[src/source/fpu_pkg.sv]
package fpu_pkg;

	localparam int TAG_W = 5;
	localparam int RS_DEPTH = 2;

	localparam int EXP_BIAS = 127;
	localparam int DIV_CYCLES = 26;  // Quotient bits incl. integer bit
	localparam int SQRT_CYCLES = 25;  // Root bits incl. guard

	typedef logic [31:0] fp_word_t;

	localparam fp_word_t QNAN = 32'h7fc00000;

	typedef enum logic {
		FDIV,
		FSQRT
	} fp_op_t;

	// Shared by both iterative units
	typedef enum logic [1:0] {
		IDLE,
		ITER,
		ROUND,
		HOLD
	} fu_state_t;

endpackage
[src/source/fpu_ifs.sv]
`timescale 1ns/1ps

interface issue_if;
	import fpu_pkg::*;

	logic valid;
	logic ready;
	fp_op_t op;
	logic [TAG_W-1:0] tag;
	logic opd0_ready;
	logic [TAG_W-1:0] opd0_tag;
	fp_word_t opd0_data;
	logic opd1_ready;
	logic [TAG_W-1:0] opd1_tag;
	fp_word_t opd1_data;

	modport issuer (
		output valid, op, tag, opd0_ready, opd0_tag, opd0_data,
		output opd1_ready, opd1_tag, opd1_data,
		input ready
	);
	modport station (
		input valid, op, tag, opd0_ready, opd0_tag, opd0_data,
		input opd1_ready, opd1_tag, opd1_data,
		output ready
	);
endinterface

interface exec_if;
	import fpu_pkg::*;

	logic start;
	logic busy;
	fp_word_t a;
	fp_word_t b;
	logic [TAG_W-1:0] tag;
	logic done;
	fp_word_t result;
	logic [TAG_W-1:0] rtag;
	logic ack;

	modport station (output start, a, b, tag, input busy);
	modport unit (input start, a, b, tag, ack, output busy, done, result, rtag);
	modport arbiter (input done, result, rtag, output ack);
endinterface

[src/source/fdiv_fsqrt_top.sv]
`timescale 1ns/1ps

module fdiv_fsqrt_top (
	input logic clk,
	input logic reset,
	input logic issue_valid,
	output logic issue_ready,
	input fpu_pkg::fp_op_t issue_op,
	input logic [fpu_pkg::TAG_W-1:0] issue_tag,
	input logic opd0_ready,
	input logic [fpu_pkg::TAG_W-1:0] opd0_tag,
	input fpu_pkg::fp_word_t opd0_data,
	input logic opd1_ready,
	input logic [fpu_pkg::TAG_W-1:0] opd1_tag,
	input fpu_pkg::fp_word_t opd1_data,
	input logic cdb_valid,
	input logic [fpu_pkg::TAG_W-1:0] cdb_tag,
	input fpu_pkg::fp_word_t cdb_data,
	output logic result_valid,
	input logic result_ready,
	output logic [fpu_pkg::TAG_W-1:0] result_tag,
	output fpu_pkg::fp_word_t result_data
);
	issue_if iss ();
	exec_if div_x ();
	exec_if sqrt_x ();

	assign iss.valid = issue_valid;
	assign iss.op = issue_op;
	assign iss.tag = issue_tag;
	assign iss.opd0_ready = opd0_ready;
	assign iss.opd0_tag = opd0_tag;
	assign iss.opd0_data = opd0_data;
	assign iss.opd1_ready = opd1_ready;
	assign iss.opd1_tag = opd1_tag;
	assign iss.opd1_data = opd1_data;
	assign issue_ready = iss.ready;

	fdiv_fsqrt_rs rs0 (
		.clk(clk),
		.reset(reset),
		.iss(iss),
		.cdb_valid(cdb_valid),
		.cdb_tag(cdb_tag),
		.cdb_data(cdb_data),
		.div_x(div_x),
		.sqrt_x(sqrt_x)
	);

	fdiv_unit div0 (.clk(clk), .reset(reset), .x(div_x));
	fsqrt_unit sqrt0 (.clk(clk), .reset(reset), .x(sqrt_x));

	wb_arbiter arb0 (
		.clk(clk),
		.reset(reset),
		.div_x(div_x),
		.sqrt_x(sqrt_x),
		.result_valid(result_valid),
		.result_ready(result_ready),
		.result_tag(result_tag),
		.result_data(result_data)
	);
endmodule

[src/source/wb_arbiter.sv]
`timescale 1ns/1ps

module wb_arbiter (
	input logic clk,
	input logic reset,
	exec_if.arbiter div_x,
	exec_if.arbiter sqrt_x,
	output logic result_valid,
	input logic result_ready,
	output logic [fpu_pkg::TAG_W-1:0] result_tag,
	output fpu_pkg::fp_word_t result_data
);
	logic last_sqrt;  // Root unit won the last transfer
	logic lock;
	logic lock_sqrt;
	logic pick_sqrt;
	logic take;

	// A stalled choice stays put until it is taken
	assign pick_sqrt = lock ? lock_sqrt : sqrt_x.done && (!div_x.done || !last_sqrt);

	assign result_valid = div_x.done || sqrt_x.done;
	assign result_tag = pick_sqrt ? sqrt_x.rtag : div_x.rtag;
	assign result_data = pick_sqrt ? sqrt_x.result : div_x.result;
	assign take = result_valid && result_ready;
	assign div_x.ack = take && !pick_sqrt;
	assign sqrt_x.ack = take && pick_sqrt;

	always_ff @(posedge clk) begin
		if (reset) begin
			last_sqrt <= 1'b0;
			lock <= 1'b0;
			lock_sqrt <= 1'b0;
		end else begin
			if (take) begin
				last_sqrt <= pick_sqrt;
			end
			lock <= result_valid && !result_ready;
			lock_sqrt <= pick_sqrt;
		end
	end

	assert property (@(posedge clk) disable iff (reset)
		result_valid && !result_ready |=>
			result_valid && $stable(result_tag) && $stable(result_data));
endmodule

[src/source/fsqrt_unit.sv]
`timescale 1ns/1ps

module fsqrt_unit (
	input logic clk,
	input logic reset,
	exec_if.unit x
);
	import fpu_pkg::*;

	fu_state_t state;
	logic [4:0] cnt;
	logic spec;
	fp_word_t spec_res;
	logic [7:0] exp_q;
	logic [2*SQRT_CYCLES-1:0] rad;
	logic [SQRT_CYCLES+2:0] rem;
	logic [SQRT_CYCLES-1:0] root;
	fp_word_t res;
	logic [TAG_W-1:0] rtag;

	logic [7:0] ea;
	logic odd;
	logic [8:0] sum_e;
	logic s_spec;
	fp_word_t s_res;
	logic [SQRT_CYCLES+2:0] rem_sh;
	logic [SQRT_CYCLES+1:0] trial;
	logic ge;
	logic [23:0] mant;
	logic rnd;
	logic [24:0] mant_r;

	always_comb begin
		ea = x.a[30:23];
		odd = !ea[0];  // Unbiased exponent is odd
		sum_e = {1'b0, ea} + 9'(EXP_BIAS) - {8'd0, odd};
		s_spec = 1'b1;
		if ((ea == 8'hff && x.a[22:0] != '0) || (x.a[31] && ea != 8'h00)) begin
			s_res = QNAN;
		end else if (ea == 8'h00) begin
			s_res = {x.a[31], 31'd0};  // Signed zero passes through
		end else if (ea == 8'hff) begin
			s_res = x.a;
		end else begin
			s_spec = 1'b0;
			s_res = QNAN;
		end
	end

	// One root digit per cycle from the next radicand pair
	always_comb begin
		rem_sh = {rem[SQRT_CYCLES:0], rad[2*SQRT_CYCLES-1 -: 2]};
		trial = {root, 2'b01};
		ge = rem_sh >= {1'b0, trial};
		mant = root[SQRT_CYCLES-1 -: 24];
		rnd = root[0] & ((rem != '0) | mant[0]);
		mant_r = {1'b0, mant} + {24'd0, rnd};
	end

	always_ff @(posedge clk) begin
		if (reset) begin
			state <= IDLE;
		end else begin
			case (state)
				IDLE: state <= x.start ? ITER : IDLE;
				ITER: state <= cnt == SQRT_CYCLES - 1 ? ROUND : ITER;
				ROUND: state <= HOLD;
				HOLD: state <= x.ack ? IDLE : HOLD;
			endcase
		end
	end

	always_ff @(posedge clk) begin
		if (state == IDLE && x.start) begin
			cnt <= '0;
			spec <= s_spec;
			spec_res <= s_res;
			exp_q <= sum_e[8:1];
			rad <= {odd ? {1'b1, x.a[22:0], 1'b0} : {2'b01, x.a[22:0]},
				{SQRT_CYCLES{1'b0}}};
			rem <= '0;
			root <= '0;
			rtag <= x.tag;
		end else if (state == ITER) begin
			cnt <= cnt + 5'd1;
			rad <= {rad[2*SQRT_CYCLES-3:0], 2'b00};
			rem <= ge ? rem_sh - {1'b0, trial} : rem_sh;
			root <= {root[SQRT_CYCLES-2:0], ge};
		end else if (state == ROUND) begin
			res <= spec ? spec_res : {1'b0, exp_q + {7'd0, mant_r[24]}, mant_r[22:0]};
		end
	end

	assign x.busy = state != IDLE;
	assign x.done = state == HOLD;
	assign x.result = res;
	assign x.rtag = rtag;
endmodule

[src/source/fdiv_unit.sv]
`timescale 1ns/1ps

module fdiv_unit (
	input logic clk,
	input logic reset,
	exec_if.unit x
);
	import fpu_pkg::*;

	fu_state_t state;
	logic [4:0] cnt;
	logic sign;
	logic spec;
	fp_word_t spec_res;
	logic signed [9:0] exp_q;
	logic [23:0] mb;
	logic [25:0] rem;
	logic [DIV_CYCLES-1:0] quo;
	fp_word_t res;
	logic [TAG_W-1:0] rtag;

	logic [7:0] ea;
	logic [7:0] eb;
	logic a_zero;
	logic b_zero;
	logic a_inf;
	logic b_inf;
	logic a_nan;
	logic b_nan;
	logic s_spec;
	fp_word_t s_res;
	logic ge;
	logic norm;
	logic [23:0] mant;
	logic rnd;
	logic [24:0] mant_r;
	logic signed [9:0] exp_r;
	fp_word_t packed_res;

	always_comb begin
		ea = x.a[30:23];
		eb = x.b[30:23];
		a_zero = ea == 8'h00;  // Subnormals flush here
		b_zero = eb == 8'h00;
		a_inf = ea == 8'hff && x.a[22:0] == '0;
		b_inf = eb == 8'hff && x.b[22:0] == '0;
		a_nan = ea == 8'hff && x.a[22:0] != '0;
		b_nan = eb == 8'hff && x.b[22:0] != '0;
		s_spec = 1'b1;
		if (a_nan || b_nan || (a_zero && b_zero) || (a_inf && b_inf)) begin
			s_res = QNAN;
		end else if (a_inf || b_zero) begin
			s_res = {x.a[31] ^ x.b[31], 8'hff, 23'd0};
		end else if (a_zero || b_inf) begin
			s_res = {x.a[31] ^ x.b[31], 31'd0};
		end else begin
			s_spec = 1'b0;
			s_res = QNAN;
		end
	end

	assign ge = rem >= {2'b00, mb};

	always_comb begin
		norm = quo[DIV_CYCLES-1];  // Quotient already in [1,2)
		mant = norm ? quo[DIV_CYCLES-1 -: 24] : quo[DIV_CYCLES-2 -: 24];
		rnd = (norm ? quo[DIV_CYCLES-25] : quo[DIV_CYCLES-26]) &
			((norm & quo[DIV_CYCLES-26]) | (rem != '0) | mant[0]);
		mant_r = {1'b0, mant} + {24'd0, rnd};
		exp_r = exp_q - {9'd0, ~norm} + {9'd0, mant_r[24]};
		if (spec) begin
			packed_res = spec_res;
		end else if (exp_r >= 10'sd255) begin
			packed_res = {sign, 8'hff, 23'd0};
		end else if (exp_r <= 10'sd0) begin
			packed_res = {sign, 31'd0};
		end else begin
			packed_res = {sign, exp_r[7:0], mant_r[22:0]};
		end
	end

	always_ff @(posedge clk) begin
		if (reset) begin
			state <= IDLE;
		end else begin
			case (state)
				IDLE: state <= x.start ? ITER : IDLE;
				ITER: state <= cnt == DIV_CYCLES - 1 ? ROUND : ITER;
				ROUND: state <= HOLD;
				HOLD: state <= x.ack ? IDLE : HOLD;
			endcase
		end
	end

	always_ff @(posedge clk) begin
		if (state == IDLE && x.start) begin
			cnt <= '0;
			sign <= x.a[31] ^ x.b[31];
			spec <= s_spec;
			spec_res <= s_res;
			exp_q <= $signed({2'b00, ea} - {2'b00, eb} + 10'(EXP_BIAS));
			rem <= {3'b001, x.a[22:0]};
			mb <= {1'b1, x.b[22:0]};
			quo <= '0;
			rtag <= x.tag;
		end else if (state == ITER) begin
			cnt <= cnt + 5'd1;
			quo <= {quo[DIV_CYCLES-2:0], ge};
			rem <= ge ? {rem[24:0] - {1'b0, mb}, 1'b0} : {rem[24:0], 1'b0};
		end else if (state == ROUND) begin
			res <= packed_res;
		end
	end

	assign x.busy = state != IDLE;  // Held busy through HOLD
	assign x.done = state == HOLD;
	assign x.result = res;
	assign x.rtag = rtag;
endmodule

[src/source/fdiv_fsqrt_rs.sv]
`timescale 1ns/1ps

module fdiv_fsqrt_rs (
	input logic clk,
	input logic reset,
	issue_if.station iss,
	input logic cdb_valid,
	input logic [fpu_pkg::TAG_W-1:0] cdb_tag,
	input fpu_pkg::fp_word_t cdb_data,
	exec_if.station div_x,
	exec_if.station sqrt_x
);
	import fpu_pkg::*;

	typedef struct packed {
		logic valid;
		fp_op_t op;
		logic [TAG_W-1:0] tag;
		logic [1:0] rdy;
		logic [1:0][TAG_W-1:0] stag;
		fp_word_t [1:0] data;
	} rs_entry_t;

	rs_entry_t ent [RS_DEPTH];  // Slot 0 is the oldest
	rs_entry_t upd [RS_DEPTH+1];
	rs_entry_t nxt [RS_DEPTH];
	rs_entry_t new_e;
	logic [RS_DEPTH-1:0] vld;
	logic [$clog2(RS_DEPTH)-1:0] sel;
	logic dispatch;
	logic accept;

	// Capture a matching CDB broadcast into waiting operands
	function automatic rs_entry_t wake(rs_entry_t e);
		rs_entry_t w;
		w = e;
		for (int j = 0; j < 2; j++) begin
			if (!e.rdy[j] && cdb_valid && cdb_tag == e.stag[j]) begin
				w.rdy[j] = 1'b1;
				w.data[j] = cdb_data;
			end
		end
		return w;
	endfunction

	always_comb begin
		rs_entry_t e;
		e.valid = 1'b1;
		e.op = iss.op;
		e.tag = iss.tag;
		e.rdy = {iss.op == FSQRT || iss.opd1_ready, iss.opd0_ready};  // Root ignores opd1
		e.stag = {iss.opd1_tag, iss.opd0_tag};
		e.data = {iss.opd1_data, iss.opd0_data};
		new_e = wake(e);
	end

	always_comb begin
		for (int i = 0; i < RS_DEPTH; i++) begin
			upd[i] = wake(ent[i]);
			vld[i] = ent[i].valid;
		end
		upd[RS_DEPTH] = '0;  // Empty fill for compaction
	end

	// Oldest entry with all operands and an idle unit
	always_comb begin
		dispatch = 1'b0;
		sel = '0;
		for (int i = RS_DEPTH - 1; i >= 0; i--) begin
			if (ent[i].valid && (&ent[i].rdy) &&
					!(ent[i].op == FDIV ? div_x.busy : sqrt_x.busy)) begin
				dispatch = 1'b1;
				sel = i[$clog2(RS_DEPTH)-1:0];
			end
		end
	end

	assign iss.ready = !ent[RS_DEPTH-1].valid || dispatch;
	assign accept = iss.valid && iss.ready;

	assign div_x.start = dispatch && ent[sel].op == FDIV;
	assign sqrt_x.start = dispatch && ent[sel].op == FSQRT;
	assign div_x.a = ent[sel].data[0];
	assign div_x.b = ent[sel].data[1];
	assign div_x.tag = ent[sel].tag;
	assign sqrt_x.a = ent[sel].data[0];
	assign sqrt_x.b = ent[sel].data[1];
	assign sqrt_x.tag = ent[sel].tag;

	always_comb begin
		logic placed;
		placed = 1'b0;
		for (int i = 0; i < RS_DEPTH; i++) begin
			nxt[i] = (dispatch && i >= sel) ? upd[i+1] : upd[i];  // Close the gap
			if (accept && !placed && !nxt[i].valid) begin
				nxt[i] = new_e;
				placed = 1'b1;
			end
		end
	end

	always_ff @(posedge clk) begin
		if (reset) begin
			for (int i = 0; i < RS_DEPTH; i++) begin
				ent[i].valid <= 1'b0;
			end
		end else begin
			ent <= nxt;
		end
	end

	// Unit must go busy right after it is started
	assert property (@(posedge clk) disable iff (reset)
		div_x.start |-> !div_x.busy ##1 div_x.busy);
	assert property (@(posedge clk) disable iff (reset)
		sqrt_x.start |-> !sqrt_x.busy ##1 sqrt_x.busy);

	// An accepted issue always lands in a free slot
	assert property (@(posedge clk) disable iff (reset)
		accept |=> $countones(vld) == $past($countones(vld)) + 1 - $past(dispatch));
endmodule

[config.mk]
export PLATFORM = sky130hd
export DESIGN_NAME = fdiv_fsqrt_top
export DESIGN_NICKNAME = d
export VERILOG_FILES = /design/src/source/fpu_pkg.sv /design/src/source/fpu_ifs.sv /design/src/source/fdiv_fsqrt_top.sv /design/src/source/wb_arbiter.sv /design/src/source/fsqrt_unit.sv /design/src/source/fdiv_unit.sv /design/src/source/fdiv_fsqrt_rs.sv
export SDC_FILE = /design/constraint.sdc
export NUM_CORES = 1
export LEC_CHECK = 0
export BUFFER_PORTS_ARGS = -buffer_cell sky130_fd_sc_hd__buf_4
export CAP_MARGIN = 20
export CELL_PAD_IN_SITES_DETAIL_PLACEMENT = 1
export CELL_PAD_IN_SITES_GLOBAL_PLACEMENT = 1
export CORE_MARGIN = 2
export CORE_UTILIZATION = 49
export DETAILED_ROUTE_END_ITERATION = 16
export PLACE_DENSITY = 0.91
export SKIP_LAST_GASP = 1
export SYNTH_ARGS = -nofsm -noshare
export SYNTH_HDL_FRONTEND = slang
export SYNTH_SLANG_ARGS = --single-unit
[constraint.sdc]
create_clock -name clk -period 8.7 [get_ports clk]
set_clock_uncertainty 0.15 [all_clocks]
set_input_delay 2.175 -clock clk [delete_from_list [all_inputs] [get_ports clk]]
set_output_delay 2.175 -clock clk [all_outputs]
set_load 0.02 [all_outputs]
=== After elaboration in Yosys (flattened, before gate mapping) ===
Cells that the tools add are included.

* Word-level logic and storage cells: 245
* Output and inout port bits: 39
* Register bits after elaboration: 495
* Input bits: 124

* Multiplexer cells: 55
* Reduce and logical (&&, ||, !) cells: 94
* Add/subtract/negate cells: 13
* Order comparisons: 6
* Eq/ne operators: 16
* Bitwise gates (word level): 16

{| class="wikitable"
|+ Operators with widths
! cell !! count
|-
| $mux W32 || 12
|-
| $mux W83 || 4
|-
| $mux W82 || 3
|-
| $mux W50 || 2
|-
| $mux W31 || 3
|-
| $add A24 B1 Y25 || 2
|-
| $logic_not A23 Y1 || 2
|-
| $mux W23 || 2
|-
| $reduce_bool A23 Y1 || 2
|-
| $logic_and A1 B1 Y1 || 37
|-
| $eq A5 B5 Y1 || 6
|-
| $ge A28 B27 Y1 || 1
|-
| $mux W28 || 1
|-
| $reduce_bool A28 Y1 || 1
|-
| $sub A28 B27 Y28 || 1
|-
| $ge A26 B24 Y1 || 1
|-
| $mux W26 || 1
|-
| $reduce_bool A26 Y1 || 1
|-
| $mux W25 || 1
|-
| $sub A25 B24 Y25 || 1
|-
| $mux W24 || 1
|-
| $mux W1 || 18
|-
| $logic_not A1 Y1 || 17
|-
| $eq A8 B8 Y1 const B || 2
|-
| 33 further kinds || 78
|}

=== Logic depth before layout (Yosys ltp) ===
Gate-level depths: netlist of the first run.

* Word-level depth: 17
* Depth in mapped cells: 28
* Mapped depth without buffers: 22

=== Modules after synthesis ===
From an unflattened synthesis of the first run, not the netlist that was laid out.

* Cells, all modules: 2732
* Area, all modules: 28319.7 um2

{| class="wikitable"
|+ Modules (own cells, without submodules)
! module !! instances !! cells an instance !! area each (um2)
|-
| fdiv_fsqrt_rs || 1 || 876 || 10435.0
|-
| fsqrt_unit || 1 || 873 || 8713.4
|-
| fdiv_unit || 1 || 929 || 8555.7
|-
| wb_arbiter || 1 || 54 || 615.6
|}

=== Worst setup path before layout of the first run ===
No wires, ideal clock.

* Path kind: input-to-reg
* From: input port reset
* To: register rs0.ent[100] (netlist name), enable pin
* Path buffers: 1
* Setup slack: 588 ps
* Arrival: 7447 ps
* Stages on the path: 4
* Path through: clkbuf_1 inv_1 nand2_1 o41ai_1

* Longest elaborated chain between the ends: 2

{| class="wikitable"
|+ Ends and longest elaborated chain
! what !! RTL line !! text
|-
| from (decl) || fdiv_fsqrt_top.sv:5 || <nowiki>input logic reset,</nowiki>
|-
| $not A1 Y1 (no line) || - ||
|-
| $reduce_and A2 Y1 (no line) || - ||
|-
| to (signal assigned) || fdiv_fsqrt_rs.sv:108 || <nowiki>ent <= nxt;</nowiki>
|-
| to (decl) || fdiv_fsqrt_rs.sv:24 || <nowiki>rs_entry_t ent [RS_DEPTH];</nowiki>
|}

No other way between the ends.
A chain may end at the register's enable or synchronous reset.

=== Worst setup path after layout of the first run ===
* From: register div0.quo[25]
* To: register div0.res[17] (netlist: div0.x.result[17]) (data pin)

* Longest elaborated chain between the ends: 10
* Elaborated cells between the ends (all ways): 15
* Those cells by class: add/sub (3); order compare (2); mux (5); bitwise (5)

{| class="wikitable"
|+ Ends and longest elaborated chain
! what !! RTL line !! text
|-
| from (decl) || fdiv_unit.sv:18 || <nowiki>logic [DIV_CYCLES-1:0] quo;</nowiki>
|-
| from (signal assigned) || fdiv_unit.sv:108 || <nowiki>quo <= {quo[DIV_CYCLES-2:0], ge};</nowiki>
|-
| $and A1 B1 Y1 || fdiv_unit.sv:68 || <nowiki>((norm & quo[DIV_CYCLES-26]) | (rem != '0) | mant[0]);</nowiki>
|-
| $or A1 B1 Y1 (2 in a row) || fdiv_unit.sv:68 ||
|-
| $and A1 B1 Y1 || fdiv_unit.sv:67 || <nowiki>rnd = (norm ? quo[DIV_CYCLES-25] : quo[DIV_CYCLES-26]) &</nowiki>
|-
| $add A24 B1 Y25 || fdiv_unit.sv:69 || <nowiki>mant_r = {1'b0, mant} + {24'd0, rnd};</nowiki>
|-
| $add A10 B1 Y10 || fdiv_unit.sv:70 || <nowiki>exp_r = exp_q - {9'd0, ~norm} + {9'd0, mant_r[24]};</nowiki>
|-
| $le A10 B1 Y1 || fdiv_unit.sv:75 || <nowiki>end else if (exp_r <= 10'sd0) begin</nowiki>
|-
| $mux W31 || fdiv_unit.sv:75 ||
|-
| $mux W31 * || fdiv_unit.sv:73 || <nowiki>end else if (exp_r >= 10'sd255) begin</nowiki>
|-
| $mux W32 * || fdiv_unit.sv:71 || <nowiki>if (spec) begin</nowiki>
|-
| to (signal assigned) || fdiv_unit.sv:111 || <nowiki>res <= packed_res;</nowiki>
|-
| to (decl) || fdiv_unit.sv:19 || <nowiki>fp_word_t res;</nowiki>
|}

Mark *: on every way between the ends. The rest lies on a longest branch, timed or not.

==> results.md, run 1 <==
* Vias at 23227
* Adder-cell area share of the yosys netlist at 4.422%
* Worst r2r src: div0.quo[25]$_SDFFE_PP0P_
* Width of the die at 241.2 microns
* Reg2reg setup slack at 2.02 ns
* Multi-input logic area at 0.01361 sq mm
* Tcrit/Tclk final at 76.81%
* RSZ-0062 raised after global routing: no
* ANT cells at 0
* CP cell instances: nand2_1 > a21boi_0 > ha_1 > nand3_1 > nor3_2 > nand3_1 > nor3_2 > and2_1 > nand2_1 > nor2_1 > ha_1 > inv_1 > fa_1 > nor2b_1 > o21ai_1 > a21boi_1 > o31ai_2 > a21oi_1 > xor2_1 > a41o_1 > or3_1 > a221oi_1
* Grt ovf at 0
* WL/cell at 24.56 microns
* Antenna Nets Post-Route at 0
* Post-Synthesis Mean Instance Area at 9.914 sq um
* Flip-flop and latch count after synthesis at 466
* Final Setup Violations at 0
* Dpl hpwl at 62280 microns
* Final net count at 3099
* Worst hold stages at 2
* TritonCTS Sinks at 466
* Die Span Y at 241.2 microns
* Async set or reset register ratio after synthesis at 0%
* Setup_tns at 0 ns
* Design area at 0.03102 sq mm
* # fillers at 6170
* CTS root buf: clkbuf_16
* Slew Viols, Final at 0
* Minimum clock period after layout at 6.683 ns
* DRC viols at 0
* Final core occ at 56.09%
* Multiplexer share of the synthesized area at 10.32%
* Top post-synthesis cells by area: edfxtp_1, dfxtp_1, mux2_2, ha_1, nor2_1
* Buffers on Ports at 162
* FF/Latch Area at 0.01298 sq mm
* XOR/XNOR share of the synthesized area at 4.767%
* H-tree depth at 2
* Worst setup EP type: register
* Clk buf depth at 3
* Largest net degree at the start of global routing at 108
* Placed cell areas at 0.02937 sq mm
* Num ports at 163
* Number of flops mapped to enable cells by yosys at 365
* Main synth FF type: edfxtp_1
* Gr usage total at 30.45%
* Simple-gate portion of the synthesized area at 15.24%
* Fmax achieved at 149.6 MHz
* Compound-Gate Fraction of Synth Area at 14.00%
* RR Endpoint: div0.x.result[17]$_SDFFCE_PP0P_
* Largest family of logic cells by synthesized area: simple AND/OR/NAND/NOR gates
* Initial core utilization at 49.83%
* Tot Pwr at 7549 uW
* Synth-to-Final Area Change at 12.57%
* Global-route wire length before repair at 138000 microns
* GP Congestion at 0.9067
* Post-CTS Hold Buffers at 0
* Via density at 6.327
* P_leak at 0.01160 uW
* VDD IR max at 0.1789 mV
* Initial drt markers at 2146
* Overall die area at 0.05816 sq mm
* PwrDens at 243.3 mW/mm^2
* Post-route setup slack at 2.017 ns
* Most common cell after layout, fill and taps aside: edfxtp_1
* Worst setup SP type: register
* Core area at 0.05531 sq mm
* Clk slew on worst S/H paths at 0.06 ns
* CP required at 8.92 ns
* Post-synth top area share at 39.77%
* CTS Buf Count at 51
* Max-slew headroom at 28.42%
* Post-CTS Resized at 0
* Hold endpoint: sqrt0.root[24]$_SDFFE_PP0P_
* Number of global-route vias before repair at 24300
* Hold WC Path Type: reg -> reg
* Most frequent cells in the layout: edfxtp_1, nor2_1, nand2_1
* CTS tree: done
* Clk_lat worst skew at 0.61 ns
* Crit path kind: reg -> reg
* Endpoints failing hold at 0
* MaxCap Viol Count at 0
* Cells after Synth at 2780
* Register-to-Register Path Depth at 22
* Critical Path Fanout Max at 48
* Min-delay src: sqrt0.root[24]$_SDFFE_PP0P_
* CP peak stage delay at 0.99 ns
* Synth Cell Area at 0.02756 sq mm
* Initial antenna violation count at 3
* CP bufs+invs at 1
* Status: finished clean
* Final wirelength at 90180 microns
* Distinct cells, synth at 78
* Sequential share of the synthesized area at 47.11%
* Worst path top cell family by delay: simple AND/OR/NAND/NOR gates
* Share of cells above drive strength 1 at 16.22%
* Row cnt at 86
* First-pass DRT Iterations at 7
* Setup Buffers After CTS at 0
* Pre-CTS setup slack at 2.107 ns
* Synth area leader: edfxtp_1
* Synth Warn # at 0
* Slowest cell on crit path: dfxtp_2
* Worst Max-Slew Pin Slew at 1.074 ns
* Arr. time, crit path at 6.90 ns
[worst register-to-register path: stages (launching register included)]
cell      delay, ns
dfxtp_2        0.99
nand2_1        0.14
a21boi_0       0.28
ha_1           0.26
nand3_1        0.17
nor3_2         0.44
nand3_1        0.24
nor3_2         0.34
and2_1         0.25
nand2_1        0.10
nor2_1         0.13
ha_1           0.18
inv_1          0.05
fa_1           0.40
nor2b_1        0.14
o21ai_1        0.08
a21boi_1       0.29
o31ai_2        0.11
a21oi_1        0.16
xor2_1         0.12
a41o_1         0.24
or3_1          0.76
a221oi_1       0.46
[state kept, by name (all words and copies together), names as in the netlist, 2 cells and up]
register / cells
div0.spec_res: 3
div0.exp_q: 10
sqrt0.x.result: 32
sqrt0.state: 2
div0.quo: 26
sqrt0.rem: 28
sqrt0.cnt: 5
div0.state: 2
div0.mb: 23
div0.cnt: 5
div0.x.result: 32
rs0.ent: 166
sqrt0.root: 25
sqrt0.x.rtag: 5
sqrt0.exp_q: 8
sqrt0.rad: 25
sqrt0.spec_res: 32
div0.x.rtag: 5
div0.rem: 26
[cell usage after synthesis, types with 5 or more instances]
master	number
a21oi_1	109
a211oi_2	8
or3_1	10
and2_1	26
o2111ai_1	5
and3_1	22
nand2b_1	15
clkbuf_1	93
xnor2_1	90
o21a_1	16
xor2_1	60
a21boi_1	5
nand4_1	34
and4_1	8
mux2_2	153
a211oi_1	27
nor2_1	290
inv_2	5
a221oi_1	6
mux2i_1	105
nand2_1	229
o22ai_1	79
o21ai_0	146
or4_1	5
nor4_1	38
dfxtp_1	101
a31oi_1	9
inv_1	104
nor3b_1	6
a21o_1	37
buf_2	47
a22oi_1	16
o21ai_1	103
nor3_1	38
nor2b_1	22
edfxtp_1	365
nand3_1	144
buf_1	16
o31ai_1	9
ha_1	91
buf_4	7
o21bai_1	8
[logic make-up (layout without fill, tap and decap cells)]
kind of cell    after synthesis  in the layout
xor+xnor                    150            150
other cells                   1             22
compound gates              630            630
buf+inv                     275            397
flops                       466            466
fa+ha+maj                    95             95
mux                         263            263
simple gates                900            900
[power by group]
part	total (uW)	internal (uW)	switching, uW
clock network	2170	1220	944
registers	2950	2710	245
logic	2430	958	1470
[worst max-delay path by stage]
stage	start	endpoint	slack, ns	cells past startpoint
2_1_floorplan	reset	rs0.ent[100]$_DFFE_PP_	0.59	4
3_3_place_gp	div0.quo[25]$_SDFFE_PP0P_	div0.x.result[22]$_DFFE_PP_	2.57	22
3_5_place_dp	div0.quo[25]$_SDFFE_PP0P_	div0.x.result[22]$_DFFE_PP_	2.11	22
4_1_cts	div0.quo[25]$_SDFFE_PP0P_	div0.x.result[22]$_DFFE_PP_	2.04	22
5_1_grt	div0.quo[25]$_SDFFE_PP0P_	div0.x.result[17]$_SDFFCE_PP0P_	1.59	22
6_report	div0.quo[25]$_SDFFE_PP0P_	div0.x.result[17]$_SDFFCE_PP0P_	2.02	22
[through the flow]
stage / cells / hold WS (ns)
floorplan: 2801 / 0.2873
global placement: 3574 / 0.3042
detailed placement: 3574 / 0.3092
CTS: 3670 / 0.3426
global route: 3671 / 0.3662
finish: 3671 / 0.3476
[layer usage]
metal / track usage [%] / share of wire, % / wire [microns]
met4: 13.39 / 4.2 / 3827
met5: 0 / 0.050 / 45
met3: 5.502 / 7.2 / 6481
met2: 51.87 / 49 / 43940
met1: 37.81 / 40 / 35890
[final cells by class]
cell class                      instances  area share [%]
Timing Repair Buffer                  192           4.710
Clock inverter                         25          0.6896
Inverter                              109           1.319
Tap cell                              748           3.017
Sequential cell                       466           41.85
Multi-Input combinational cell       2060           43.86
Clock buffer                           71           4.553
Note: power is estimated with default switching activity, not from simulation.
==> run 2, diff against run 1 <==
ABC_AREA = 1   (was default)
CORE_UTILIZATION = 47   (was 49)
clock period = 6.2 ns   (was 8.7 ns; I/O delays follow)
==> results.md, run 2 <==
* Met2 Use GR at 51.52% (-0.36 points)
* Vias at 25718 (+11%)
* Clk_lat worst skew at 0.63 ns (+0.02 ns)
* Multi-input logic area at 0.01290 sq mm (-5.2%)
* CP required at 6.47 ns (-2.45 ns)
* CTS tree: done
* Synth Warn # at 0 (unchanged)
* Sequential share of the synthesized area at 46.32% (-0.78 points)
* Gr usage total at 29.00% (-1.5 points)
* Pre-CTS setup slack at 0.4470 ns (-1.660 ns)
* Status: finished clean
* Tot Pwr at 10400 uW (+38%)
* Post-synth top area share at 39.11% (-0.66 points)
* # fillers at 7234 (+17%)
* Arr. time, crit path at 5.94 ns (-0.96 ns)
* GRT Max-Usage Layer: met2
* Slowest cell on crit path: fa_1
* Reg with most FFs: rs0.ent
* TritonCTS Sinks at 466 (unchanged)
* WL/cell at 20.45 microns (-17%)
* CP peak stage delay at 0.39 ns (-0.60 ns)
* Post-Synthesis Mean Instance Area at 7.951 sq um (-20%)
* Setup Buffers After CTS at 0 (unchanged)
* Most used cell, CP: inv_1
* Most common cell after layout, fill and taps aside: nand2_1
* Die Span Y at 248.2 microns (+2.9%)
* Async set or reset register ratio after synthesis at 0% (unchanged)
* GR Layer Usage met3 at 3.577% (-1.9 points)
* Tcrit/Tclk final at 91.56% (+15 points)
* Final net count at 3847 (+24%)
* First-pass DRT Iterations at 5 (-2)
* Fmax achieved at 176.2 MHz (+18%)
* Final wirelength at 90870 microns (+0.77%)
* CP bufs+invs at 4 (+3)
* Num ports at 163 (unchanged)
* Clk buf depth at 3 (unchanged)
* Max-slew headroom at 27.75% (-0.66 points)
* Share of cells above drive strength 1 at 9.264% (-7.0 points)
* Antenna Nets Post-Route at 0 (unchanged)
* Most frequent cells in the layout: nand2_1, inv_1, edfxtp_1
* Global-route wire length before repair at 141900 microns (+2.8%)
* GP Congestion at 0.8878 (-2.1%)
* FF/Latch Area at 0.01298 sq mm (about the same)
* H-tree depth at 2 (unchanged)
* MaxCap Viol Count at 0 (unchanged)
* DRC viols at 0 (unchanged)
* Top-count cell post-synth: nand2_1
* Number of flops mapped to enable cells by yosys at 365 (unchanged)
* Post-route setup slack at 0.5230 ns (-1.494 ns)
* CTS Buf Count at 52 (+2.0%)
* Core area at 0.05902 sq mm (+6.7%)
* Flip-flop and latch count after synthesis at 466 (unchanged)
* Dpl hpwl at 60790 microns (-2.4%)
* Minimum clock period after layout at 5.677 ns (-1.006 ns)
* Buffers on Ports at 162 (unchanged)
* Synth Cell Area at 0.02803 sq mm (+1.7%)
* Initial drt markers at 2170 (+1.1%)
* Initial antenna violation count at 0 (-3)
* Worst setup EP type: register
* Width of the die at 248.2 microns (+2.9%)
* Worst setup SP type: register
* Routing usage on met1 at 36.30% (-1.5 points)
* P_leak at 0.01405 uW (+21%)
* Via density at 5.788 (-8.5%)
* Setup_tns at 0 ns (unchanged)
* Critical Path Fanout Max at 23 (-52%)
* Endpoints failing hold at 0 (unchanged)
* Crit path kind: reg -> reg
* Top post-synthesis cells by area: edfxtp_1, nand2_1, dfxtp_1, inv_1, o21ai_0
* Distinct cells, synth at 53 (-32%)
* Final Setup Violations at 0 (unchanged)
* Main synth FF type: edfxtp_1
* ANT cells at 0 (unchanged)
* RSZ-0062 raised after global routing: no
* VDD IR max at 0.3470 mV (+94%)
* Overall die area at 0.06160 sq mm (+5.9%)
* CTS root buf: clkbuf_16
* Worst Max-Slew Pin Slew at 1.084 ns (+0.009925 ns)
* Top cells by count, synth: nand2_1, inv_1, edfxtp_1, o21ai_0, nor2_1
* Synth area leader: edfxtp_1
* Max reg flops at 166 (unchanged)
* Row cnt at 89 (+3.5%)
* Post-CTS Hold Buffers at 0 (unchanged)
* Synth-to-Final Area Change at 12.96%
* Grt ovf at 0 (unchanged)
* Largest net degree at the start of global routing at 86 (-20%)
* Number of global-route vias before repair at 26439 (+8.8%)
* Clk slew on worst S/H paths at 0.06 ns (about the same)
* Slew Viols, Final at 0 (unchanged)
* Initial core utilization at 47.49% (-2.3 points)
* PwrDens at 328.5 mW/mm^2 (+35%)
* Worst path top cell family by delay: simple AND/OR/NAND/NOR gates
* Hold WC Path Type: reg -> reg
* Cells after Synth at 3525 (+27%)
[run 2: cell types whose count changed in the layout (fill, tap and decap cells not counted), sizes merged, moves of 50 or more]
cell,delta
mux2i,-92
inv,+320
o22ai,-73
o21ai,+62
a31oi,+64
xnor2,-50
mux2,-150
nand3,+111
nand2,+720
[run 2: timing repair]
item / in CTS / in global routing
endpoints found under the setup margin: 0 / 23
gates resized for setup: 0 / 1
hold endpoints to repair: 0 / 0
[run 2: worst paths after layout]
check / end / startpoint / depth (start not counted) / slack [ns]
max: div0.x.result[0]$_SDFFCE_PP0P_ / div0.quo[25]$_SDFFE_PP0P_ / 26 / 0.52
min: sqrt0.rem[27]$_SDFFE_PP0P_ / sqrt0.rem[27]$_SDFFE_PP0P_ / 2 / 0.31
min reg2reg: sqrt0.rem[27]$_SDFFE_PP0P_ / sqrt0.rem[27]$_SDFFE_PP0P_ / 2 / 0.31
max reg2reg: div0.x.result[0]$_SDFFCE_PP0P_ / div0.quo[25]$_SDFFE_PP0P_ / 26 / 0.52
[run 2: worst min-delay path, stage by stage, from the launching register on]
cell	delay (ns)
dfxtp_1	0.31
nand2_1	0.06
nand2_1	0.04
[run 2: cell families (layout without fill, tap and decap cells)]
| group | Yosys count | after routing | synth area share [%] |
|---|---|---|---|
| adder cells (fa/ha/maj) | 95 | 95 | 4.348 |
| other | 1 | 22 | 0.01338 |
| AND/OR/NAND/NOR | 1602 | 1602 | 23.81 |
| XOR/XNOR | 98 | 98 | 3.063 |
| multiplexers | 20 | 20 | 0.7410 |
| buffers and inverters | 592 | 716 | 8.174 |
| AO/OA/AOI/OAI | 651 | 651 | 13.53 |
| flip-flops | 466 | 466 | 46.32 |
[run 2: layout make-up]
class | count | area share (%)
Inverter | 428 | 5.086
Clock inverter | 21 | 0.7469
Clock buffer | 75 | 4.806
Tap cell | 773 | 3.055
Multi-Input combinational cell | 2488 | 40.75
Sequential cell | 466 | 41.01
Timing Repair Buffer | 192 | 4.553
[run 2: layer usage]
layer	routed length (microns)	vias to the layer above
met1	37360	12588
met2	45250	908
met3	5462	188
met5	0	-
li1	-	12034
met4	2803	0
[run 2: metrics by stage]
stage               utilization (%)  hold WS [ns]  area (sq um)  cells
floorplan                         -        0.2774         28110   3546
global placement              50.66        0.2938         29900   4347
detailed placement            50.66        0.2976         29900   4347
CTS                           53.64        0.3093         31660   4443
global route                  53.64        0.3335         31660   4443
finish                        53.64        0.3080         31660   4443
[run 2: power by group]
| group | switching [uW] | internal [uW] | leakage [uW] |
|---|---|---|---|
| logic | 2130 | 1080 | 0.00895 |
| clock network | 1360 | 1880 | 0.000860 |
| registers | 216 | 3740 | 0.00424 |
